`config.mk`:
```
export PLATFORM = sky130hd
export DESIGN_NAME = mips_core
export DESIGN_NICKNAME = d
export VERILOG_FILES = /design/src/common/mips_pkg.sv /design/src/core/decode_unit.sv /design/src/core/execute_unit.sv /design/src/core/hazard_unit.sv /design/src/core/mips_core.sv /design/src/core/reg_file.sv /design/src/verilog/stage_reg.sv
export SDC_FILE = /design/constraint.sdc
export NUM_CORES = 2
export LEC_CHECK = 0
export ABC_CLOCK_PERIOD_IN_PS = 6400
export BUFFER_PORTS_ARGS = -buffer_cell sky130_fd_sc_hd__buf_2
export CORE_AREA = 8 8 366 368
export CTS_CLUSTER_DIAMETER = 120
export DETAILED_ROUTE_END_ITERATION = 8
export DIE_AREA = 0 0 374 376
export HOLD_SLACK_MARGIN = 0.02
export PLACE_DENSITY = 0.84
export SYNTH_ARGS = -nofsm -noshare
export SYNTH_HDL_FRONTEND = slang
export SYNTH_SLANG_ARGS = --single-unit
```
`constraint.sdc`:
```
create_clock -name clk -period 6.4 [get_ports clk]
set_input_delay 0 -clock clk [delete_from_list [all_inputs] [get_ports clk]]
set_output_delay 0 -clock clk [all_outputs]
set_load 0.01 [all_outputs]
```
`src/common/mips_pkg.sv`:
```
package mips_pkg;

    typedef logic [31:0] word_t;                    // data word and byte address
    typedef logic [4:0]  reg_idx_t;                 // register number
    typedef logic [7:0]  mem_addr_t;                // word index into one memory

    localparam word_t text_start = 32'h0040_0000;   // instruction memory base
    localparam word_t data_start = 32'h1000_8000;   // data memory base
    localparam int    mem_words  = 256;             // depth of each memory

    localparam logic [5:0] funct_add = 6'h20;       // r-type funct codes
    localparam logic [5:0] funct_sub = 6'h22;
    localparam logic [5:0] funct_and = 6'h24;
    localparam logic [5:0] funct_or  = 6'h25;
    localparam logic [5:0] funct_slt = 6'h2a;

    typedef enum logic [5:0] {
        op_rtype = 6'h00,
        op_beq   = 6'h04,
        op_lw    = 6'h23,
        op_sw    = 6'h2b
    } opcode_t;

    typedef enum logic [2:0] {
        alu_add = 3'd0,
        alu_sub = 3'd1,
        alu_and = 3'd2,
        alu_or  = 3'd3,
        alu_slt = 3'd4
    } alu_op_t;

    typedef enum logic [1:0] {
        fwd_reg = 2'd0,                             // value read in decode
        fwd_wb  = 2'd1,                             // writeback data
        fwd_mem = 2'd2                              // ex/mem alu result
    } fwd_sel_t;

    typedef struct packed {
        word_t instr;
        word_t pc4;
    } if_id_t;

    typedef struct packed {
        logic     reg_write;
        logic     mem_to_reg;
        logic     mem_read;
        logic     mem_write;
        logic     branch;
        logic     alu_src;                          // immediate as operand b
        logic     reg_dst;                          // rd rather than rt
        alu_op_t  alu_op;
        word_t    pc4;
        word_t    rda;
        word_t    rdb;
        word_t    imm;
        reg_idx_t rs;
        reg_idx_t rt;
        reg_idx_t rd;
    } id_ex_t;

    typedef struct packed {
        logic     reg_write;
        logic     mem_to_reg;
        logic     mem_read;
        logic     mem_write;
        logic     branch;
        logic     zero;
        word_t    target;                           // beq destination
        word_t    alu_result;
        word_t    store_data;
        reg_idx_t dest;
    } ex_mem_t;

    typedef struct packed {
        logic     reg_write;
        logic     mem_to_reg;
        word_t    load_data;
        word_t    alu_result;
        reg_idx_t dest;
    } mem_wb_t;

endpackage

```
`src/core/decode_unit.sv`:
```
module decode_unit (
    input  mips_pkg::word_t    instr,
    output logic               reg_write,
    output logic               mem_to_reg,
    output logic               mem_read,
    output logic               mem_write,
    output logic               branch,
    output logic               alu_src,
    output logic               reg_dst,
    output mips_pkg::alu_op_t  alu_op,
    output mips_pkg::reg_idx_t rs,
    output mips_pkg::reg_idx_t rt,
    output mips_pkg::reg_idx_t rd,
    output mips_pkg::word_t    imm
);

    assign rs  = instr[25:21];
    assign rt  = instr[20:16];
    assign rd  = instr[15:11];
    assign imm = {{16{instr[15]}}, instr[15:0]};    // sign extended offset

    always_comb begin
        reg_write  = 1'b0;                          // default is a nop
        mem_to_reg = 1'b0;
        mem_read   = 1'b0;
        mem_write  = 1'b0;
        branch     = 1'b0;
        alu_src    = 1'b0;
        reg_dst    = 1'b0;
        alu_op     = mips_pkg::alu_add;
        case (mips_pkg::opcode_t'(instr[31:26]))
            mips_pkg::op_rtype: begin
                reg_write = 1'b1;
                reg_dst   = 1'b1;
                case (instr[5:0])
                    mips_pkg::funct_add: alu_op = mips_pkg::alu_add;
                    mips_pkg::funct_sub: alu_op = mips_pkg::alu_sub;
                    mips_pkg::funct_and: alu_op = mips_pkg::alu_and;
                    mips_pkg::funct_or:  alu_op = mips_pkg::alu_or;
                    mips_pkg::funct_slt: alu_op = mips_pkg::alu_slt;
                    default: begin
                        reg_write = 1'b0;           // sll and friends, incl. all-zero word
                        reg_dst   = 1'b0;
                    end
                endcase
            end
            mips_pkg::op_lw: begin
                reg_write  = 1'b1;
                mem_to_reg = 1'b1;
                mem_read   = 1'b1;
                alu_src    = 1'b1;                  // base plus offset
            end
            mips_pkg::op_sw: begin
                mem_write = 1'b1;
                alu_src   = 1'b1;
            end
            mips_pkg::op_beq: begin
                branch = 1'b1;
                alu_op = mips_pkg::alu_sub;         // zero flag means equal
            end
            default: ;
        endcase
    end

endmodule

```
`src/core/execute_unit.sv`:
```
module execute_unit (
    input  mips_pkg::id_ex_t   ex,
    input  mips_pkg::fwd_sel_t fwd_a,
    input  mips_pkg::fwd_sel_t fwd_b,
    input  mips_pkg::word_t    mem_fwd,             // alu result in ex/mem
    input  mips_pkg::word_t    wb_fwd,              // data being written back
    output mips_pkg::ex_mem_t  result
);

    mips_pkg::word_t op_a;
    mips_pkg::word_t rt_val;                        // forwarded rt, also store data
    mips_pkg::word_t op_b;
    mips_pkg::word_t alu_y;

    function automatic mips_pkg::word_t pick(input mips_pkg::fwd_sel_t sel,
                                             input mips_pkg::word_t reg_val);
        case (sel)
            mips_pkg::fwd_mem: return mem_fwd;
            mips_pkg::fwd_wb:  return wb_fwd;
            default:           return reg_val;
        endcase
    endfunction

    always_comb begin
        op_a   = pick(fwd_a, ex.rda);
        rt_val = pick(fwd_b, ex.rdb);
    end

    assign op_b = ex.alu_src ? ex.imm : rt_val;

    always_comb begin
        case (ex.alu_op)
            mips_pkg::alu_sub: alu_y = op_a - op_b;
            mips_pkg::alu_and: alu_y = op_a & op_b;
            mips_pkg::alu_or:  alu_y = op_a | op_b;
            mips_pkg::alu_slt: alu_y = {31'b0, $signed(op_a) < $signed(op_b)};
            default:           alu_y = op_a + op_b;
        endcase
    end

    always_comb begin
        result.reg_write  = ex.reg_write;
        result.mem_to_reg = ex.mem_to_reg;
        result.mem_read   = ex.mem_read;
        result.mem_write  = ex.mem_write;
        result.branch     = ex.branch;
        result.zero       = (alu_y == '0);
        result.target     = ex.pc4 + {ex.imm[29:0], 2'b00};   // word offset to bytes
        result.alu_result = alu_y;
        result.store_data = rt_val;
        result.dest       = ex.reg_dst ? ex.rd : ex.rt;
    end

endmodule

```
`src/core/hazard_unit.sv`:
```
module hazard_unit (
    input  mips_pkg::reg_idx_t id_rs,
    input  mips_pkg::reg_idx_t id_rt,
    input  mips_pkg::reg_idx_t ex_rs,
    input  mips_pkg::reg_idx_t ex_rt,
    input  mips_pkg::reg_idx_t ex_rt_dest,          // load destination in ex
    input  mips_pkg::reg_idx_t mem_dest,
    input  mips_pkg::reg_idx_t wb_dest,
    input  logic               ex_mem_read,
    input  logic               mem_reg_write,
    input  logic               wb_reg_write,
    input  logic               branch_taken,
    output mips_pkg::fwd_sel_t fwd_a,
    output mips_pkg::fwd_sel_t fwd_b,
    output logic               stall,
    output logic               flush_front
);

    function automatic mips_pkg::fwd_sel_t fwd_for(input mips_pkg::reg_idx_t src);
        if (src == '0) begin
            return mips_pkg::fwd_reg;               // r0 is never forwarded
        end else if (mem_reg_write && mem_dest == src) begin
            return mips_pkg::fwd_mem;               // youngest result wins
        end else if (wb_reg_write && wb_dest == src) begin
            return mips_pkg::fwd_wb;
        end
        return mips_pkg::fwd_reg;
    endfunction

    always_comb begin
        fwd_a = fwd_for(ex_rs);
        fwd_b = fwd_for(ex_rt);
    end

    // load in ex with its result needed by the instruction in decode
    assign stall = ex_mem_read && (ex_rt_dest != '0) &&
                   (ex_rt_dest == id_rs || ex_rt_dest == id_rt);

    assign flush_front = branch_taken;              // kill if, id and ex

endmodule

```
`src/core/mips_core.sv`:
```
module mips_core (
    input  logic               clk,
    input  logic               rstn,
    input  logic               run,
    output mips_pkg::word_t    imem_addr,
    input  mips_pkg::word_t    imem_rdata,
    output mips_pkg::word_t    dmem_addr,
    output mips_pkg::word_t    dmem_wdata,
    output logic               dmem_we,
    output logic               dmem_re,
    input  mips_pkg::word_t    dmem_rdata,
    output logic               wb_valid,
    output mips_pkg::reg_idx_t wb_reg,
    output mips_pkg::word_t    wb_data
);

    mips_pkg::word_t    pc;
    mips_pkg::word_t    pc4;
    mips_pkg::word_t    wb_value;                   // load data or alu result
    mips_pkg::if_id_t   if_id_d, if_id_q;
    mips_pkg::id_ex_t   id_ex_d, id_ex_q;
    mips_pkg::ex_mem_t  ex_mem_d, ex_mem_q;
    mips_pkg::mem_wb_t  mem_wb_d, mem_wb_q;
    mips_pkg::fwd_sel_t fwd_a, fwd_b;
    logic               stall, flush_front, branch_taken, idle;

    logic               dec_reg_write, dec_mem_to_reg, dec_mem_read, dec_mem_write;
    logic               dec_branch, dec_alu_src, dec_reg_dst;
    mips_pkg::alu_op_t  dec_alu_op;
    mips_pkg::reg_idx_t dec_rs, dec_rt, dec_rd;
    mips_pkg::word_t    dec_imm, rf_rda, rf_rdb;

    assign idle         = !run;                     // pipeline parked while loading
    assign pc4          = pc + 32'd4;
    assign branch_taken = ex_mem_q.branch && ex_mem_q.zero;

    always_ff @(posedge clk or negedge rstn) begin
        if (!rstn) begin
            pc <= mips_pkg::text_start;
        end else if (idle) begin
            pc <= mips_pkg::text_start;
        end else if (branch_taken) begin
            pc <= ex_mem_q.target;                  // beq resolved in mem
        end else if (!stall) begin
            pc <= pc4;
        end
    end

    assign imem_addr = pc;
    assign if_id_d   = '{instr: imem_rdata, pc4: pc4};

    stage_reg #(.payload_t(mips_pkg::if_id_t)) u_if_id (
        .clk(clk), .rstn(rstn), .hold(stall), .flush(flush_front || idle),
        .d(if_id_d), .q(if_id_q)
    );

    decode_unit u_decode (
        .instr(if_id_q.instr), .reg_write(dec_reg_write), .mem_to_reg(dec_mem_to_reg),
        .mem_read(dec_mem_read), .mem_write(dec_mem_write), .branch(dec_branch),
        .alu_src(dec_alu_src), .reg_dst(dec_reg_dst), .alu_op(dec_alu_op),
        .rs(dec_rs), .rt(dec_rt), .rd(dec_rd), .imm(dec_imm)
    );

    reg_file u_reg_file (
        .clk(clk), .rstn(rstn), .ra(dec_rs), .rb(dec_rt), .wa(mem_wb_q.dest),
        .we(mem_wb_q.reg_write), .wd(wb_value), .rda(rf_rda), .rdb(rf_rdb)
    );

    assign id_ex_d = '{reg_write: dec_reg_write, mem_to_reg: dec_mem_to_reg,
                       mem_read: dec_mem_read, mem_write: dec_mem_write,
                       branch: dec_branch, alu_src: dec_alu_src, reg_dst: dec_reg_dst,
                       alu_op: dec_alu_op, pc4: if_id_q.pc4, rda: rf_rda, rdb: rf_rdb,
                       imm: dec_imm, rs: dec_rs, rt: dec_rt, rd: dec_rd};

    stage_reg #(.payload_t(mips_pkg::id_ex_t)) u_id_ex (
        .clk(clk), .rstn(rstn), .hold(1'b0), .flush(stall || flush_front || idle),
        .d(id_ex_d), .q(id_ex_q)
    );

    execute_unit u_execute (
        .ex(id_ex_q), .fwd_a(fwd_a), .fwd_b(fwd_b), .mem_fwd(ex_mem_q.alu_result),
        .wb_fwd(wb_value), .result(ex_mem_d)
    );

    hazard_unit u_hazard (
        .id_rs(dec_rs), .id_rt(dec_rt), .ex_rs(id_ex_q.rs), .ex_rt(id_ex_q.rt),
        .ex_rt_dest(ex_mem_d.dest), .mem_dest(ex_mem_q.dest), .wb_dest(mem_wb_q.dest),
        .ex_mem_read(id_ex_q.mem_read), .mem_reg_write(ex_mem_q.reg_write),
        .wb_reg_write(mem_wb_q.reg_write), .branch_taken(branch_taken),
        .fwd_a(fwd_a), .fwd_b(fwd_b), .stall(stall), .flush_front(flush_front)
    );

    stage_reg #(.payload_t(mips_pkg::ex_mem_t)) u_ex_mem (
        .clk(clk), .rstn(rstn), .hold(1'b0), .flush(flush_front || idle),
        .d(ex_mem_d), .q(ex_mem_q)
    );

    assign dmem_addr  = ex_mem_q.alu_result;
    assign dmem_wdata = ex_mem_q.store_data;
    assign dmem_we    = ex_mem_q.mem_write;
    assign dmem_re    = ex_mem_q.mem_read;

    assign mem_wb_d = '{reg_write: ex_mem_q.reg_write, mem_to_reg: ex_mem_q.mem_to_reg,
                        load_data: dmem_rdata, alu_result: ex_mem_q.alu_result,
                        dest: ex_mem_q.dest};

    stage_reg #(.payload_t(mips_pkg::mem_wb_t)) u_mem_wb (
        .clk(clk), .rstn(rstn), .hold(1'b0), .flush(idle),
        .d(mem_wb_d), .q(mem_wb_q)
    );

    assign wb_value = mem_wb_q.mem_to_reg ? mem_wb_q.load_data : mem_wb_q.alu_result;

    // trace of committed writes, r0 writes are dropped
    assign wb_valid = mem_wb_q.reg_write && (mem_wb_q.dest != '0);
    assign wb_reg   = mem_wb_q.dest;
    assign wb_data  = wb_value;

endmodule

```
`src/core/reg_file.sv`:
```
module reg_file (
    input  logic               clk,
    input  logic               rstn,
    input  mips_pkg::reg_idx_t ra,
    input  mips_pkg::reg_idx_t rb,
    input  mips_pkg::reg_idx_t wa,
    input  logic               we,
    input  mips_pkg::word_t    wd,
    output mips_pkg::word_t    rda,
    output mips_pkg::word_t    rdb
);

    mips_pkg::word_t regs [32];

    always_ff @(posedge clk or negedge rstn) begin
        if (!rstn) begin
            for (int i = 0; i < 32; i++) begin
                regs[i] <= '0;
            end
        end else if (we && wa != '0) begin
            regs[wa] <= wd;
        end
    end

    function automatic mips_pkg::word_t rd_port(input mips_pkg::reg_idx_t a);
        if (a == '0) begin
            return '0;
        end else if (we && a == wa) begin
            return wd;                              // same-cycle write shows through
        end
        return regs[a];
    endfunction

    always_comb begin
        rda = rd_port(ra);
        rdb = rd_port(rb);
    end

endmodule

```
`src/verilog/stage_reg.sv`:
```
module stage_reg #(
    parameter type payload_t = logic
) (
    input  logic     clk,
    input  logic     rstn,
    input  logic     hold,                          // keep current payload
    input  logic     flush,                         // load a bubble, wins over hold
    input  payload_t d,
    output payload_t q
);

    always_ff @(posedge clk or negedge rstn) begin
        if (!rstn) begin
            q <= '0;
        end else if (flush) begin
            q <= '0;                                // all controls inactive
        end else if (!hold) begin
            q <= d;
        end
    end

endmodule
```
==> results.toml <==
[run_status]
outcome = "finished with violations"
violations = "design-rule violations"

[clock_network]
cts_tree = "yes"
path_clk_slew_ps = 70
clkSinkCount = 1428
insertion_delay_ps = 800
root_buffer = "clkbuf_16"
clockBufferDepth = 3
cts_max_level = 4
numCtsBuffers = 145

[setup_path]
rr_startpoint = "u_id_ex.q[6]"
required_ps = 7110
rrSetupSlack_ps = 280
reg2reg_to = "u_ex_mem.q[101]"
start_kind = "register"
arrival_ps = 6820
worst-path-max-fanout = 31
cp_slowest_cell = "or4_1"
critical-path-max-stage-delay_ps = 550
end_kind = "register"
reg2regPathDepth = 20
critPathKind = "reg -> reg"
path_cells = "or4_1 > nor2_1 > nor2_1 > and4_1 > buf_4 > a22oi_1 > nand2_1 > mux2_2 > ha_1 > o211ai_1 > or2_1 > a311oi_1 > o221ai_1 > a22o_1 > a2111oi_2 > nand4_1 > nor4_2 > nand4_1 > or4_1 > nor4b_2"

[die]
rows = 132
start_util_pct = 59.5
die_area_sq_um = 141000
io_pins = 203
core_area_sq_um = 128000
dieHeight_um = 376
die_w_um = 374

[min_path]
holdPathEnd = "u_if_id.q[33]"
hold_class = "in -> reg"
hold_start = "imem_rdata[1]"
holdPathStages = 4

[final_layout]
layout.cells.most_common = "dfrtp_1"
fill_cells = 8664
layout_common_cells = "1415 x dfrtp_1, 790 x nor2_1, 730 x a21oi_1"
syn2layout_area_growth_pct = 11.0
utilization_pct = 66.1
nets = 7096
drive_gt1_share_pct = 20.1

[logic_synthesis]
ys_ff_latch = 1428
netlist.area_leader.share_pct = 46.8
synth_fp_nets = 7161
synth-edff-count = 0
synthTopCellsByArea = "dfrtp_1 47%, mux4_2 19%, a21oi_1 4.8%"
syn_area_per_cell_sq_um = 11.0
synthCells = 6965
netlist_area_sq_um = 76400
yosysWarningCount = 0
synth.distinct_cells = 102
synth-main-ff-cell = "dfrtp_1"
yosysTopAreaCell = "dfrtp_1"
synth_async_sr_flop_share_pct = 100
ys_seq_area_share_pct = 46.8

[grt]
antenna_found_initial = 14
grt_usage_pct = 36.0
overflow = 0
grt_max_degree = 188
grt_pass1_vias = 63500
grt_first_pass_wirelength_um = 387000

[timing]
setup_tns_ps = 0
setup_violations = 0
fmax_mhz = 163
slew_headroom_pct = 7.31
hold_viol = 0
finalMaxSlewViolations = 0
fin_crit_ps = 6120
rsz0062_at_grt = "no"
whs_ps = 68.5
tightest_slew_ps = 1390
skew_ps = 24.5
fin_crit_sh_pct = 95.6

[power_and_ir_drop]
fin_total_pwr_mw = 19.0
clockPowerShare_pct = 46.6
leakage_nw = 38.0
internal-power_mw = 14.5
p_comb_share_pct = 5.1
p_sw_mw = 4.49
pwr-share-seq_pct = 48.3
swShare_pct = 23.6
peakVddDrop_v = 0.000325
powerDensity_nw_per_um2 = 224

[route]
dr.pass1.iters = 9
drt_iter0_drc = 9619
viasPerCell = 7.16
wl_um = 257000
num_vias = 62300
wl_per_cell_um = 29.6
drc = 1
ant_nets = 0

[run]
max-cap-violations = 0

[placement]
routabilityCongestion = 1.03
dp_hpwl_um = 152000
port_buffers = 202
## power by group through the flow
stage                     registers, mW  logic, mW  clock network (mW)
final                              9.17      0.977                8.85
after global routing               9.17       1.04                9.23
after CTS                          9.17      0.963                8.88
after detailed placement           9.33      0.893                   0
after global placement             9.33      0.885                   0
after floorplan                    9.26      0.517                   0
## cell type report
class	instances	area, sq um	share of cell area [%]
multi-input combinational	4654	37500	44.2
tap	1675	2100	2.47
timing repair buffer	511	3900	4.59
clock buffer	201	4150	4.90
antenna	11	27.5	0.0325
inverter	160	601	0.708
clock inverter	63	771	0.909
sequential	1428	35800	42.2
## metal layers
layer | global-route usage, % | routed length, um
met1 | 44.8 | 87400
met2 | 54.5 | 116000
met3 | 12.6 | 36100
met4 | 21.8 | 17600
met5 | 0.583 | 152
## stage by stage
step	cell area (sq um)	setup WS, ps	instances
final	84800	283	8703
after global routing	84800	6.05	8692
after CTS	84800	271	8691
after detailed placement	78500	242	8295
after global placement	78500	239	8295
after floorplan	76400	1210	6965
## cell usage after synthesis (27+ instances only)
master,count
nor2_1,811
nor2b_1,83
o21a_1,30
buf_4,77
a22oi_1,41
buf_1,67
nand2_1,631
dfrtp_1,1427
nor3_1,33
a211oi_1,170
ha_1,126
mux4_2,640
xnor2_1,61
nand3_1,45
a21o_1,32
clkbuf_1,560
mux2i_1,83
o211a_1,27
and2_1,156
inv_1,160
a21oi_1,730
xor2_1,66
and3_1,92
o21ai_0,439
a221o_1,39
## how the worst max path moves through the flow
stage | from | endpoint | slack (ps)
finish | u_id_ex.q[6] | u_ex_mem.q[101] | 280
global route | u_id_ex.q[6] | u_ex_mem.q[101] | 6
CTS | u_id_ex.q[6] | u_ex_mem.q[101] | 270
detailed placement | u_id_ex.q[6] | u_ex_mem.q[101] | 240
global placement | u_id_ex.q[6] | u_ex_mem.q[101] | 240
floorplan | u_mem_wb.q[69] | u_ex_mem.q[101] | 1210
## flip-flops by register name (all words and copies together) (netlist names)
signal,flops
u_mem_wb.q,71
u_ex_mem.q,106
u_if_id.q,64
imem_addr,32
u_id_ex.q,131
u_reg_file.regs,1024
## timing repair
action                                  CTS  global route
endpoints found under the setup margin    0             1
hold endpoints to repair                431             0
gates resized for setup                   0             2
buffers inserted                          0             0
hold buffers                            132             0
## cell families (layout without fill, tap and decap cells)
family | Yosys count | count (layout) | synth area share [%]
AOI/OAI and AO/OA | 1667 | 1667 | 13.0
xor gates and xnor gates | 128 | 128 | 1.48
adders and majority gates | 129 | 129 | 2.14
buffers and inverters | 883 | 935 | 4.79
DFF | 1428 | 1428 | 46.8
muxes | 739 | 739 | 20.2
other | 0 | 11 | 0
and+or+nand+nor | 1991 | 1991 | 11.6
## critical path: cells and delay by family, from the launching register on
family / cells / cell delay [ps]
AOI/OAI and AO/OA: 6 / 1610
adders and majority gates: 1 / 520
buffers and inverters: 1 / 260
DFF: 1 / 430
muxes: 1 / 280
and+or+nand+nor: 11 / 2910
Note: power is estimated with default switching activity, not from simulation.
